[src/monitorPkg.sv]
//--------------------
// host register map, table depth and
// command / status bit positions of the test monitor
//--------------------
package monitorPkg;

   localparam int AddrWidth  = 4;  // host address bits
   localparam int TableDepth = 5;  // pass/fail table entries

   // host register addresses
   // the first five double as pass/fail table indices
   typedef enum logic [AddrWidth-1:0] {
      PassAddr     = 4'd0,  // always checked
      FailAddr     = 4'd1,  // always checked
      AltPassAddr  = 4'd2,  // checked when nonzero
      HostPassAddr = 4'd3,  // nonzero and checkToHost
      AltFailAddr  = 4'd4,  // checked when nonzero
      CtrlAddr     = 4'd5,
      CaptureAddr  = 4'd6,
      CmdAddr      = 4'd7,  // write-only, reads zero
      StatusAddr   = 4'd8   // read-only
   } regAddrT;

   //--------------------
   // register bit fields
   //--------------------

   // CtrlAddr
   localparam int CtrlCheckToHostBit = 0;

   // CmdAddr, both self-clearing
   localparam int CmdResetBit   = 0;  // force core into reset
   localparam int CmdTimeoutBit = 1;  // declare timeout failure

   // StatusAddr
   localparam int StatusPassBit  = 0;
   localparam int StatusFailBit  = 1;
   localparam int StatusResetBit = 2;

endpackage

[src/monitorRegs.sv]
//--------------------
// host register block: pass/fail table, control and capture
// registers, command pulses and read mux
//--------------------
`timescale 1ns/1ps

module monitorRegs #(
   parameter int DataWidth  = 32,
   parameter int PcWidth    = 30,
   parameter int NumCapture = 10
) (
   input  logic                  dvtFlags,
   input  logic                  pcFail,
   input  logic                  wrEn,
   input  monitorPkg::regAddrT   addr,
   input  logic [DataWidth-1:0]  wrData,
   input  logic                  coreReset,
   input  logic                  passStatus,
   input  logic                  failStatus,
   output logic [DataWidth-1:0]  rdData,
   output logic [PcWidth-1:0]    passTable [monitorPkg::TableDepth],
   output logic                  checkToHost,
   output logic [NumCapture-1:0] captureEn,
   output logic                  cmdReset,
   output logic                  cmdTimeout
);
   import monitorPkg::*;

   logic wrCtrl;
   logic wrCapture;
   logic wrCmd;

   // write decode
   assign wrCtrl    = wrEn && (addr == CtrlAddr);
   assign wrCapture = wrEn && (addr == CaptureAddr);
   assign wrCmd     = wrEn && (addr == CmdAddr);

   //--------------------
   // pass/fail table
   //--------------------
   always_ff @(posedge dvtFlags or posedge pcFail) begin
      if (pcFail) begin
         for (int i = 0; i < TableDepth; i++) begin
            passTable[i] <= '0;
         end
      end else begin
         for (int i = 0; i < TableDepth; i++) begin
            if (wrEn && (int'(addr) == i)) begin
               passTable[i] <= wrData[PcWidth-1:0];  // upper pc bits dropped
            end
         end
      end
   end

   //--------------------
   // control and capture
   //--------------------
   always_ff @(posedge dvtFlags or posedge pcFail) begin
      if (pcFail) begin
         checkToHost <= 1'b0;
         captureEn   <= '0;
      end else begin
         if (wrCtrl) begin
            checkToHost <= wrData[CtrlCheckToHostBit];
         end
         if (wrCapture) begin
            captureEn <= wrData[NumCapture-1:0];
         end
      end
   end

   // command pulses, high for one cycle after the write edge
   always_ff @(posedge dvtFlags or posedge pcFail) begin
      if (pcFail) begin
         cmdReset   <= 1'b0;
         cmdTimeout <= 1'b0;
      end else begin
         cmdReset   <= wrCmd && wrData[CmdResetBit];
         cmdTimeout <= wrCmd && wrData[CmdTimeoutBit];
      end
   end

   //--------------------
   // read mux
   //--------------------
   always_comb begin
      rdData = '0;
      case (addr)
         CtrlAddr: begin
            rdData[CtrlCheckToHostBit] = checkToHost;
         end
         CaptureAddr: begin
            rdData[NumCapture-1:0] = captureEn;
         end
         StatusAddr: begin
            rdData[StatusPassBit]  = passStatus;
            rdData[StatusFailBit]  = failStatus;
            rdData[StatusResetBit] = coreReset;  // fed back from sleep control
         end
         default: begin
            // table entries zero-extended, CmdAddr and holes stay zero
            for (int i = 0; i < TableDepth; i++) begin
               if (int'(addr) == i) begin
                  rdData = DataWidth'(passTable[i]);
               end
            end
         end
      endcase
   end

endmodule

[src/pcMatcher.sv]
//--------------------
// pass/fail address compare on the qualified pc
//--------------------
`timescale 1ns/1ps

module pcMatcher #(
   parameter int PcWidth = 30
) (
   input  logic               pcValid,
   input  logic [PcWidth-1:0] pc,
   input  logic [PcWidth-1:0] passTable [monitorPkg::TableDepth],
   input  logic               checkToHost,
   output logic               passHit,
   output logic               failHit
);
   import monitorPkg::*;

   logic [PcWidth-1:0] passEntry;
   logic [PcWidth-1:0] failEntry;
   logic [PcWidth-1:0] altPassEntry;
   logic [PcWidth-1:0] hostPassEntry;
   logic [PcWidth-1:0] altFailEntry;

   logic altPassOn;
   logic hostPassOn;
   logic altFailOn;

   assign passEntry     = passTable[int'(PassAddr)];
   assign failEntry     = passTable[int'(FailAddr)];
   assign altPassEntry  = passTable[int'(AltPassAddr)];
   assign hostPassEntry = passTable[int'(HostPassAddr)];
   assign altFailEntry  = passTable[int'(AltFailAddr)];

   // a zero entry means unused
   assign altPassOn  = (altPassEntry != '0);
   assign hostPassOn = (hostPassEntry != '0) && checkToHost;
   assign altFailOn  = (altFailEntry != '0);

   //--------------------
   // hit decode
   //--------------------
   assign passHit = pcValid &&
                    ((pc == passEntry) ||
                     (altPassOn && (pc == altPassEntry)) ||
                     (hostPassOn && (pc == hostPassEntry)));

   assign failHit = pcValid &&
                    ((pc == failEntry) ||
                     (altFailOn && (pc == altFailEntry)));

endmodule

[src/coreSleepCtrl.sv]
//--------------------
// pass/fail status latch, hold-off counter and core reset
//--------------------
`timescale 1ns/1ps

module coreSleepCtrl #(
   parameter int HoldOffCycles = 20
) (
   input  logic dvtFlags,
   input  logic pcFail,
   input  logic passHit,
   input  logic failHit,
   input  logic cmdReset,
   input  logic cmdTimeout,
   output logic passStatus,
   output logic failStatus,
   output logic coreReset
);

   localparam int CntWidth = $clog2(HoldOffCycles + 1);

   typedef enum logic [1:0] {
      Idle,     // core running, waiting for a result
      HoldOff,  // result latched, counting down to sleep
      Sleep     // core held in reset
   } sleepStateT;

   sleepStateT          state;
   logic [CntWidth-1:0] holdCnt;
   logic                latchHit;

   // only the first result counts, a timeout in the same cycle wins
   assign latchHit = (state == Idle) && (passHit || failHit) &&
                     !passStatus && !failStatus && !cmdTimeout;

   always_ff @(posedge dvtFlags or posedge pcFail) begin
      if (pcFail) begin
         state      <= Idle;
         holdCnt    <= '0;
         passStatus <= 1'b0;
         failStatus <= 1'b0;
         coreReset  <= 1'b0;
      end else begin
         //--------------------
         // sleep sequencing
         //--------------------
         case (state)
            Idle: begin
               if (latchHit) begin
                  state   <= HoldOff;
                  holdCnt <= CntWidth'(1);  // latch edge counts as cycle 0
               end
            end
            HoldOff: begin
               if (holdCnt == CntWidth'(HoldOffCycles)) begin
                  state     <= Sleep;
                  coreReset <= 1'b1;
               end else begin
                  holdCnt <= holdCnt + 1'b1;
               end
            end
            default: ;  // Sleep, left only by pcFail
         endcase

         // status, fail has priority on a double hit
         if (latchHit) begin
            passStatus <= passHit && !failHit;
            failStatus <= failHit;
         end
         if (cmdTimeout) begin
            passStatus <= 1'b0;
            failStatus <= 1'b1;
         end

         // host forced reset skips the hold-off
         if (cmdReset) begin
            state     <= Sleep;
            coreReset <= 1'b1;
         end
      end
   end

endmodule

[src/coreTestMonitor.sv]
//--------------------
// core test monitor top: register block beside the
// pc matcher and sleep control
//--------------------
`timescale 1ns/1ps

module coreTestMonitor #(
   parameter int DataWidth     = 32,
   parameter int PcWidth       = 30,
   parameter int NumCapture    = 10,
   parameter int HoldOffCycles = 20
) (
   input  logic                  dvtFlags,
   input  logic                  pcFail,
   input  logic                  wrEn,
   input  monitorPkg::regAddrT   addr,
   input  logic [DataWidth-1:0]  wrData,
   input  logic                  pcValid,
   input  logic [PcWidth-1:0]    pc,
   output logic [DataWidth-1:0]  rdData,
   output logic [NumCapture-1:0] captureEn,
   output logic                  coreReset,
   output logic                  passStatus,
   output logic                  failStatus
);
   import monitorPkg::*;

   logic [PcWidth-1:0] passTable [TableDepth];  // regs to matcher
   logic               checkToHost;
   logic               cmdReset;
   logic               cmdTimeout;
   logic               passHit;
   logic               failHit;

   //--------------------
   // host register block
   //--------------------
   monitorRegs #(
      .DataWidth  (DataWidth),
      .PcWidth    (PcWidth),
      .NumCapture (NumCapture)
   ) u_regs (
      .dvtFlags    (dvtFlags),
      .pcFail      (pcFail),
      .wrEn        (wrEn),
      .addr        (addr),
      .wrData      (wrData),
      .coreReset   (coreReset),
      .passStatus  (passStatus),
      .failStatus  (failStatus),
      .rdData      (rdData),
      .passTable   (passTable),
      .checkToHost (checkToHost),
      .captureEn   (captureEn),
      .cmdReset    (cmdReset),
      .cmdTimeout  (cmdTimeout)
   );

   // pc compare, combinational
   pcMatcher #(
      .PcWidth (PcWidth)
   ) u_matcher (
      .pcValid     (pcValid),
      .pc          (pc),
      .passTable   (passTable),
      .checkToHost (checkToHost),
      .passHit     (passHit),
      .failHit     (failHit)
   );

   // status latch and core reset
   coreSleepCtrl #(
      .HoldOffCycles (HoldOffCycles)
   ) u_sleep (
      .dvtFlags   (dvtFlags),
      .pcFail     (pcFail),
      .passHit    (passHit),
      .failHit    (failHit),
      .cmdReset   (cmdReset),
      .cmdTimeout (cmdTimeout),
      .passStatus (passStatus),
      .failStatus (failStatus),
      .coreReset  (coreReset)
   );

endmodule

[config.mk]
export PLATFORM = sky130hd
export DESIGN_NAME = coreTestMonitor
export DESIGN_NICKNAME = d
export VERILOG_FILES = /design/src/monitorPkg.sv /design/src/monitorRegs.sv /design/src/pcMatcher.sv /design/src/coreSleepCtrl.sv /design/src/coreTestMonitor.sv
export SDC_FILE = /design/constraint.sdc
export NUM_CORES = 1
export LEC_CHECK = 0
export ABC_AREA = 1
export BUFFER_PORTS_ARGS = -buffer_cell sky130_fd_sc_hd__buf_2
export CORE_MARGIN = 2
export CORE_UTILIZATION = 55
export CTS_CLUSTER_DIAMETER = 100
export DETAILED_ROUTE_END_ITERATION = 7
export GPL_ROUTABILITY_DRIVEN = 0
export GPL_TIMING_DRIVEN = 0
export PLACE_DENSITY = 0.83
export SLEW_MARGIN = 0
export SYNTH_ARGS = -nofsm -noshare
export SYNTH_HDL_FRONTEND = slang
export SYNTH_HIERARCHICAL = 1
export SYNTH_SLANG_ARGS = --single-unit
[constraint.sdc]
create_clock -name dvtFlags -period 5.61 [get_ports dvtFlags]
set_clock_uncertainty 0.2 [all_clocks]
set_input_delay 0.561 -clock dvtFlags [delete_from_list [all_inputs] [get_ports dvtFlags]]
set_output_delay 0.561 -clock dvtFlags [all_outputs]
set_load 0.005 [all_outputs]
Word-level counts from Yosys, hierarchy flattened
Cells that the tools add are included.
W data, S select, Z words.
{"block": "totals", "regBits": 173, "input_bits": 70, "out_inout_bits": 45, "word_cells": 101}
{"block": "classes", "n_addsub": 1, "eq_ne": 19, "muxes": 23, "reduce_logical": 44}
{"operator": "$eq A30 B30 Y1", "n": 5}
{"operator": "$mux W30", "n": 4}
{"operator": "$reduce_bool A30 Y1", "n": 3}
{"operator": "$mux W32", "n": 1}
{"operator": "$mux W22", "n": 1}
{"operator": "$logic_and A1 B1 Y1", "n": 21}
{"operator": "$eq A4 B3 Y1 const B", "n": 5}
{"operator": "$pmux W7 S2", "n": 1}
{"operator": "$mux W5", "n": 2}
{"operator": "$pmux W5 S2", "n": 1}
{"operator": "$eq A4 B4 Y1 const B", "n": 2}
{"operator": "$reduce_bool A2 Y1", "n": 4}
{"operator": "$mux W1", "n": 7}
{"operator": "$mux W2", "n": 3}
{"operator": "$ne A3 B2 Y1 const B", "n": 2}
{"operator": "$pmux W2 S3", "n": 1}
{"operator": "$reduce_and A3 Y1", "n": 2}
{"operator": "$add A5 B1 Y5 const B", "n": 1}
{"operator": "$eq A5 B5 Y1 const B", "n": 1}
{"operator": "$eq A4 B2 Y1 const B", "n": 1}
{"operator": "$logic_not A1 Y1", "n": 4}
{"operator": "$logic_not A4 Y1", "n": 1}
{"operator": "$logic_or A1 B1 Y1", "n": 4}
{"operator": "$pmux W2 S2", "n": 1}
{"operator": "9 further kinds", "n": 9}

Depth between registers and ports, before layout
{"block": "logic_depth", "ltp_word": 13, "mapped_depth": 19}

Modules after synthesis
Netlist, hierarchy kept.
{"mod": "monitorRegs", "instances": 1, "cells_per_inst": 898, "area_each_um2": 7282.0}
{"mod": "pcMatcher", "instances": 1, "cells_per_inst": 538, "area_each_um2": 2621.3}
{"mod": "coreSleepCtrl", "instances": 1, "cells_per_inst": 74, "area_each_um2": 611.8}

Worst setup path before layout
Ideal clock, no wire load.
{"block": "synth_path", "path_type": "input-to-reg", "from": "input port pc[25]", "to": "register u_sleep.holdCnt[3]", "t_arrival_ps": 1890, "required_time_ps": 5294, "path_slack_ps": 3404, "path_stages": 14, "n_path_buf": 1, "cell_sequence": "buf_2 > xor2_1 > nor2_1 > nand2_1 > nor2_1 > nand2_1 > nor2_1 > nand2_1 > a21oi_1 > nor2_1 > nor2_4 > nand3_4 > nand3_1 > nand2_2"}
{"item": "start: declaration", "line": "coreTestMonitor.sv:19", "text": "input logic [PcWidth-1:0] pc,"}
{"item": "$eq A30 B30 Y1", "line": "pcMatcher.sv:49", "text": "(altFailOn && (pc == altFailEntry)));"}
{"item": "$logic_and A1 B1 Y1", "line": "pcMatcher.sv:49"}
{"item": "$logic_or A1 B1 Y1 (*)", "line": "pcMatcher.sv:48", "text": "((pc == failEntry) ||"}
{"item": "$logic_and A1 B1 Y1 (*)", "line": "pcMatcher.sv:47", "text": "assign failHit = pcValid &&"}
{"item": "net failHit", "line": "coreTestMonitor.sv:33", "text": "logic failHit;"}
{"item": "$logic_or A1 B1 Y1 (*)", "line": "coreSleepCtrl.sv:33", "text": "assign latchHit = (state == Idle) && (passHit || failHit) &&"}
{"item": "$logic_and A1 B1 Y1 (*) (2 in series)", "line": "coreSleepCtrl.sv:33"}
{"item": "$logic_and A1 B1 Y1 (*) (2 in series)", "line": "coreSleepCtrl.sv:34", "text": "!passStatus && !failStatus && !cmdTimeout;"}
{"item": "$ne A2 B1 Y1 (no line) (*)"}
{"item": "$reduce_and A3 Y1 (no line) (*)"}
{"item": "end signal: assignment", "line": "coreSleepCtrl.sv:51", "text": "holdCnt <= CntWidth'(1);"}
{"item": "end signal: assignment", "line": "coreSleepCtrl.sv:59", "text": "holdCnt <= holdCnt + 1'b1;"}
{"item": "end: declaration", "line": "coreSleepCtrl.sv:29", "text": "logic [CntWidth-1:0] holdCnt;"}
The timed path passes the listed nets; every way through them passes the cells marked *.
A chain may end at the register's enable or synchronous reset.

Worst setup path after layout
{"block": "layout_path", "from": "input port addr[1]", "to": "output port rdData[15]"}
{"block": "layout_between", "elab_chain_len": 7}
{"item": "start: declaration", "line": "coreTestMonitor.sv:16", "text": "input monitorPkg::regAddrT addr,"}
{"item": "$logic_not A4 Y1", "line": "monitorRegs.sv:103", "text": "if (int'(addr) == i) begin"}
{"item": "$mux W30 (4 in series)", "line": "monitorRegs.sv:103"}
{"item": "$mux W32", "line": "monitorRegs.sv:103"}
{"item": "$mux W22 (*)", "line": "monitorRegs.sv:88", "text": "case (addr)"}
{"item": "end: declaration", "line": "coreTestMonitor.sv:20", "text": "output logic [DataWidth-1:0] rdData,"}
Every way passes the cells marked *; elsewhere a longest branch is shown, timed or not.

==> impl_results.md <==
- First-pass GRT wire length: roughly 53 mm
- P&R area growth vs syn: 13.3%
- Crit end category: output port
- Post-synthesis simple-gate area fraction: approximately 35%
- Final wirelength: about 34 mm
- Worst vdd ir: approximately 0.0003 V
- Clk pin slew, worst setup/hold paths: about 0.060 ns
- Hold WC Path Type: in2reg
- Post-Syn Area per Cell: 6.96 um2
- Post-CTS resize count: 0
- Leakage power: between 6 and 7 nW
- Post-DRT Antenna Nets: 0
- Worst setup margin: between 2 and 2.5 ns
- Cell repeated most along the worst path: nor2_1
- Overall routing resource usage: between 30% and 40%
- Initial antenna violation count: 0
- Fmax: 315 MHz
- Die width: around 140 um
- # H-tree levels: 4
- Ys Warns: 6
- Slowest Stage Delay on Critical Path: around 0.56 ns
- Data arrival, critical path: ~2.4 ns
- GRT Residual Overflow: 0
- Synth cell types: 34
- Critical Path, Cell by Cell: buf_2 > nor2_1 > clkbuf_1 > nand3_1 > nand3_1 > nor2_1 > nor2_1 > buf_2
- Final setup violation count: 0
- Max-slew headroom at the worst pin: around 53%
- Xor/xnor share of the synthesized area: under 10%
- Critical path type: in2out
- Largest net degree at the start of global routing: 85
- Fin. max-slew vios: 0
- Largest family of logic cells by synthesized area: simple AND/OR/NAND/NOR gates
- Hold Violations, Final: 0
- Post-synthesis register bit count: 173
- Root Driver: clkbuf_16
- Avg WL per Cell: approximately 18 um
- N_diodes: 0
- Site Rows: 50
- End of the worst hold path: u_regs/passTable[24]
- Sequential area share after synthesis: roughly 40%
- Worst reg2reg endpoint: u_sleep/holdCnt[3]
- Core footprint: roughly 19,000 um2
- Post-synthesis adder-cell area fraction: less than 1%
- CTS Sinks: ~170
- Slowest cell on crit path: nor2_1
- Compound-Gate Fraction of Synth Area: about 8.7%
- Vias in the first global route: just over 10,000
- CTS tree: done
- Synth Instances: 1,510
- Worst R2R Path Depth: 13
- Hold path cells: 3
- CTS Buf Count: 17
- Die Height: 142 um
- Total vias in the final route: roughly 11,000
- Mux cell area share after synthesis: 0%
- Final nets: roughly 1,700
- RSZ-0062 raised after global routing: no
- Top Family by Delay on Critical Path: simple AND/OR/NAND/NOR gates
- Max FO, Critical Path: 10
- Pwr dens: roughly 330 nW/um2
- Worst reg-to-reg setup slack: 3.04 ns
- Avg Vias per Cell: 5.83
- Drt first pass iters: 6
- IO Count: 115
- Mapped cell area: 10,500 um2
- Die ar.: between 20,000 and 25,000 um2
- CP required: between 4 and 5 ns
- Number of port buffers: 92
- Actual slew at the worst max-slew pin: approximately 0.7 ns
- Initial Utilization: 56.2%
- Setup crit start kind: input pin
- Buf/Inv on CP: 3
- Layout cell share with drive strength beyond 1: ~14%
- Period utilization: 56.6%
- Outcome: complete, no violations
- First DRT Iteration DRCs: 1,293
- Worst r2r src: u_regs/passTable[8]
- Max-cap check violation count: 0
- Clock period minus worst slack: between 3 and 4 ns
- Worst Hold Launch: wrData[24]
- Later-pin clock latency in the skew report: ~0.44 ns
- Final hold slack: between 0.2 and 0.25 ns
- Pre-CTS setup slack: 2.59 ns
- Maximum buffer depth of the clock tree: 2
- DRC: 0
- Layout fillers: 1,639
- DP HPWL: 25.2 mm
## cells in the mapped netlist
cell type    n  area, um2
a21oi_1      4       20.0
buf_2       44        220
buf_4        8       60.1
buf_6        2       22.5
clkbuf_1    24       90.1
clkinv_1     1       3.75
conb_1       1       3.75
dfrtp_1    173       4330
ha_1         2       25.0
inv_1      113        424
inv_2       30        113
nand2_1    448       1680
nand2_2      5       31.3
nand2_4      3       33.8
nand3_1    139        696
nand3_2      1       10.0
nand3_4      1       17.5
nand3b_1     1       7.51
nand4_1     35        219
nor2_1     176        661
nor2_2       8       50.1
nor2_4       2       22.5
nor3_1      13       65.1
nor3b_1      1       7.51
o211ai_1     1       7.51
o21ai_0    121        606
o21ai_1     51        255
o21ai_2      1       8.76
o22ai_1      3       18.8
or2_0        4       25.0
or2_1        7       43.8
or2_2       10       62.6
xnor2_1     51        447
xor2_1      26        228
## area by class of cell
| cell class | instances | area [um2] | area share, % |
|---|---|---|---|
| clock inverters | 6 | 110 | 0.925 |
| multi-input cells | 1116 | 5260 | 44.1 |
| plain buffers | 78 | 393 | 3.30 |
| clock buffers | 24 | 482 | 4.04 |
| well taps | 234 | 293 | 2.46 |
| flip-flops and latches | 173 | 4330 | 36.4 |
| repair buffers | 94 | 498 | 4.18 |
| inverters | 144 | 548 | 4.60 |
## how the worst max path moves through the flow
stage | startpoint | to | cells after the start
6_report | addr[1] | rdData[15] | 8
5_1_grt | addr[1] | rdData[14] | 8
4_1_cts | addr[1] | rdData[14] | 8
3_5_place_dp | addr[1] | rdData[14] | 8
3_3_place_gp | pcFail | u_regs/passTable[12] | 2
2_1_floorplan | pcFail | u_regs/captureEn[0] | 1
## per-layer routing
layer / vias to the layer above / global-route usage (%) / part of all wire [%]
li1: 4990 / - / -
met1: 5023 / 46.1 / 39
met2: 751 / 53.8 / 45
met3: 136 / 8.45 / 12
met4: 0 / 15.3 / 4.4
met5: - / 0 / 0
## cell families (layout without fill, tap and decap cells)
kind of cell,Yosys count,after routing
XOR/XNOR,77,77
AO/OA/AOI/OAI,181,181
flip-flops,173,173
adder cells (fa/ha/maj),2,2
buffers and inverters,222,346
AND/OR/NAND/NOR,854,854
other,1,2
## timing repair
item | 4_1_cts | 5_1_grt
hold buffers | 1 | 0
buffers inserted | 0 | 0
hold endpoints to repair | 10 | 0
## cell usage in the layout (no fill, tap or decap), types with 3 or more instances in the layout
| master | instances |
|---|---|
| xnor2_1 | 51 |
| clkbuf_8 | 3 |
| or2_2 | 10 |
| nor2_1 | 176 |
| nor2_2 | 8 |
| nand2_1 | 448 |
| o21ai_0 | 121 |
| or2_0 | 4 |
| nand3_1 | 139 |
| a21oi_1 | 4 |
| nor3_1 | 13 |
| o22ai_1 | 3 |
| nand2_4 | 3 |
| clkbuf_1 | 28 |
| xor2_1 | 26 |
| dfrtp_1 | 173 |
| bufinv_16 | 3 |
| nand4_1 | 35 |
| buf_4 | 8 |
| clkbuf_16 | 17 |
| inv_1 | 112 |
| o21ai_1 | 51 |
| or2_1 | 7 |
| nand2_2 | 5 |
| buf_2 | 136 |
| inv_2 | 30 |
## stage by stage
| step | utilization, % | total power, mW | setup TNS [ns] | instances | cell area, um2 |
|---|---|---|---|---|---|
| final | 63.7 | 3.98 | 0 | 1869 | 11900 |
| after global routing | 63.7 | 4.18 | 0 | 1869 | 11900 |
| after CTS | 63.7 | 3.95 | 0 | 1869 | 11900 |
| after detailed placement | 60.4 | 2.74 | 0 | 1838 | 11300 |
| after global placement | 60.3 | 2.69 | -222.73 | 1837 | 11300 |
| after floorplan | - | 2.41 | 0 | 1511 | 10500 |
## flip-flops by register name (all words and copies together), names as in the netlist
| name | flops |
|---|---|
| u_sleep/passStatus | 1 |
| u_sleep/holdCnt | 5 |
| u_regs/checkToHost | 1 |
| u_regs/passTable | 150 |
| u_sleep/state | 2 |
| u_sleep/coreReset | 1 |
| u_regs/cmdReset | 1 |
| u_regs/cmdTimeout | 1 |
| u_regs/captureEn | 10 |
| u_sleep/failStatus | 1 |
## worst min-delay path, stage by stage
cell	delay [ns]
buf_2	0.07
inv_1	0.07
o21ai_1	0.13
## where the power goes
group          switching [mW]  leakage (nW)  total (mW)  internal, mW
Clock                   0.485         0.282        1.22         0.731
Combinational           0.564          3.59       0.954         0.390
Sequential              0.305          2.20        1.81          1.50
Power figures use the tool's default switching activity.
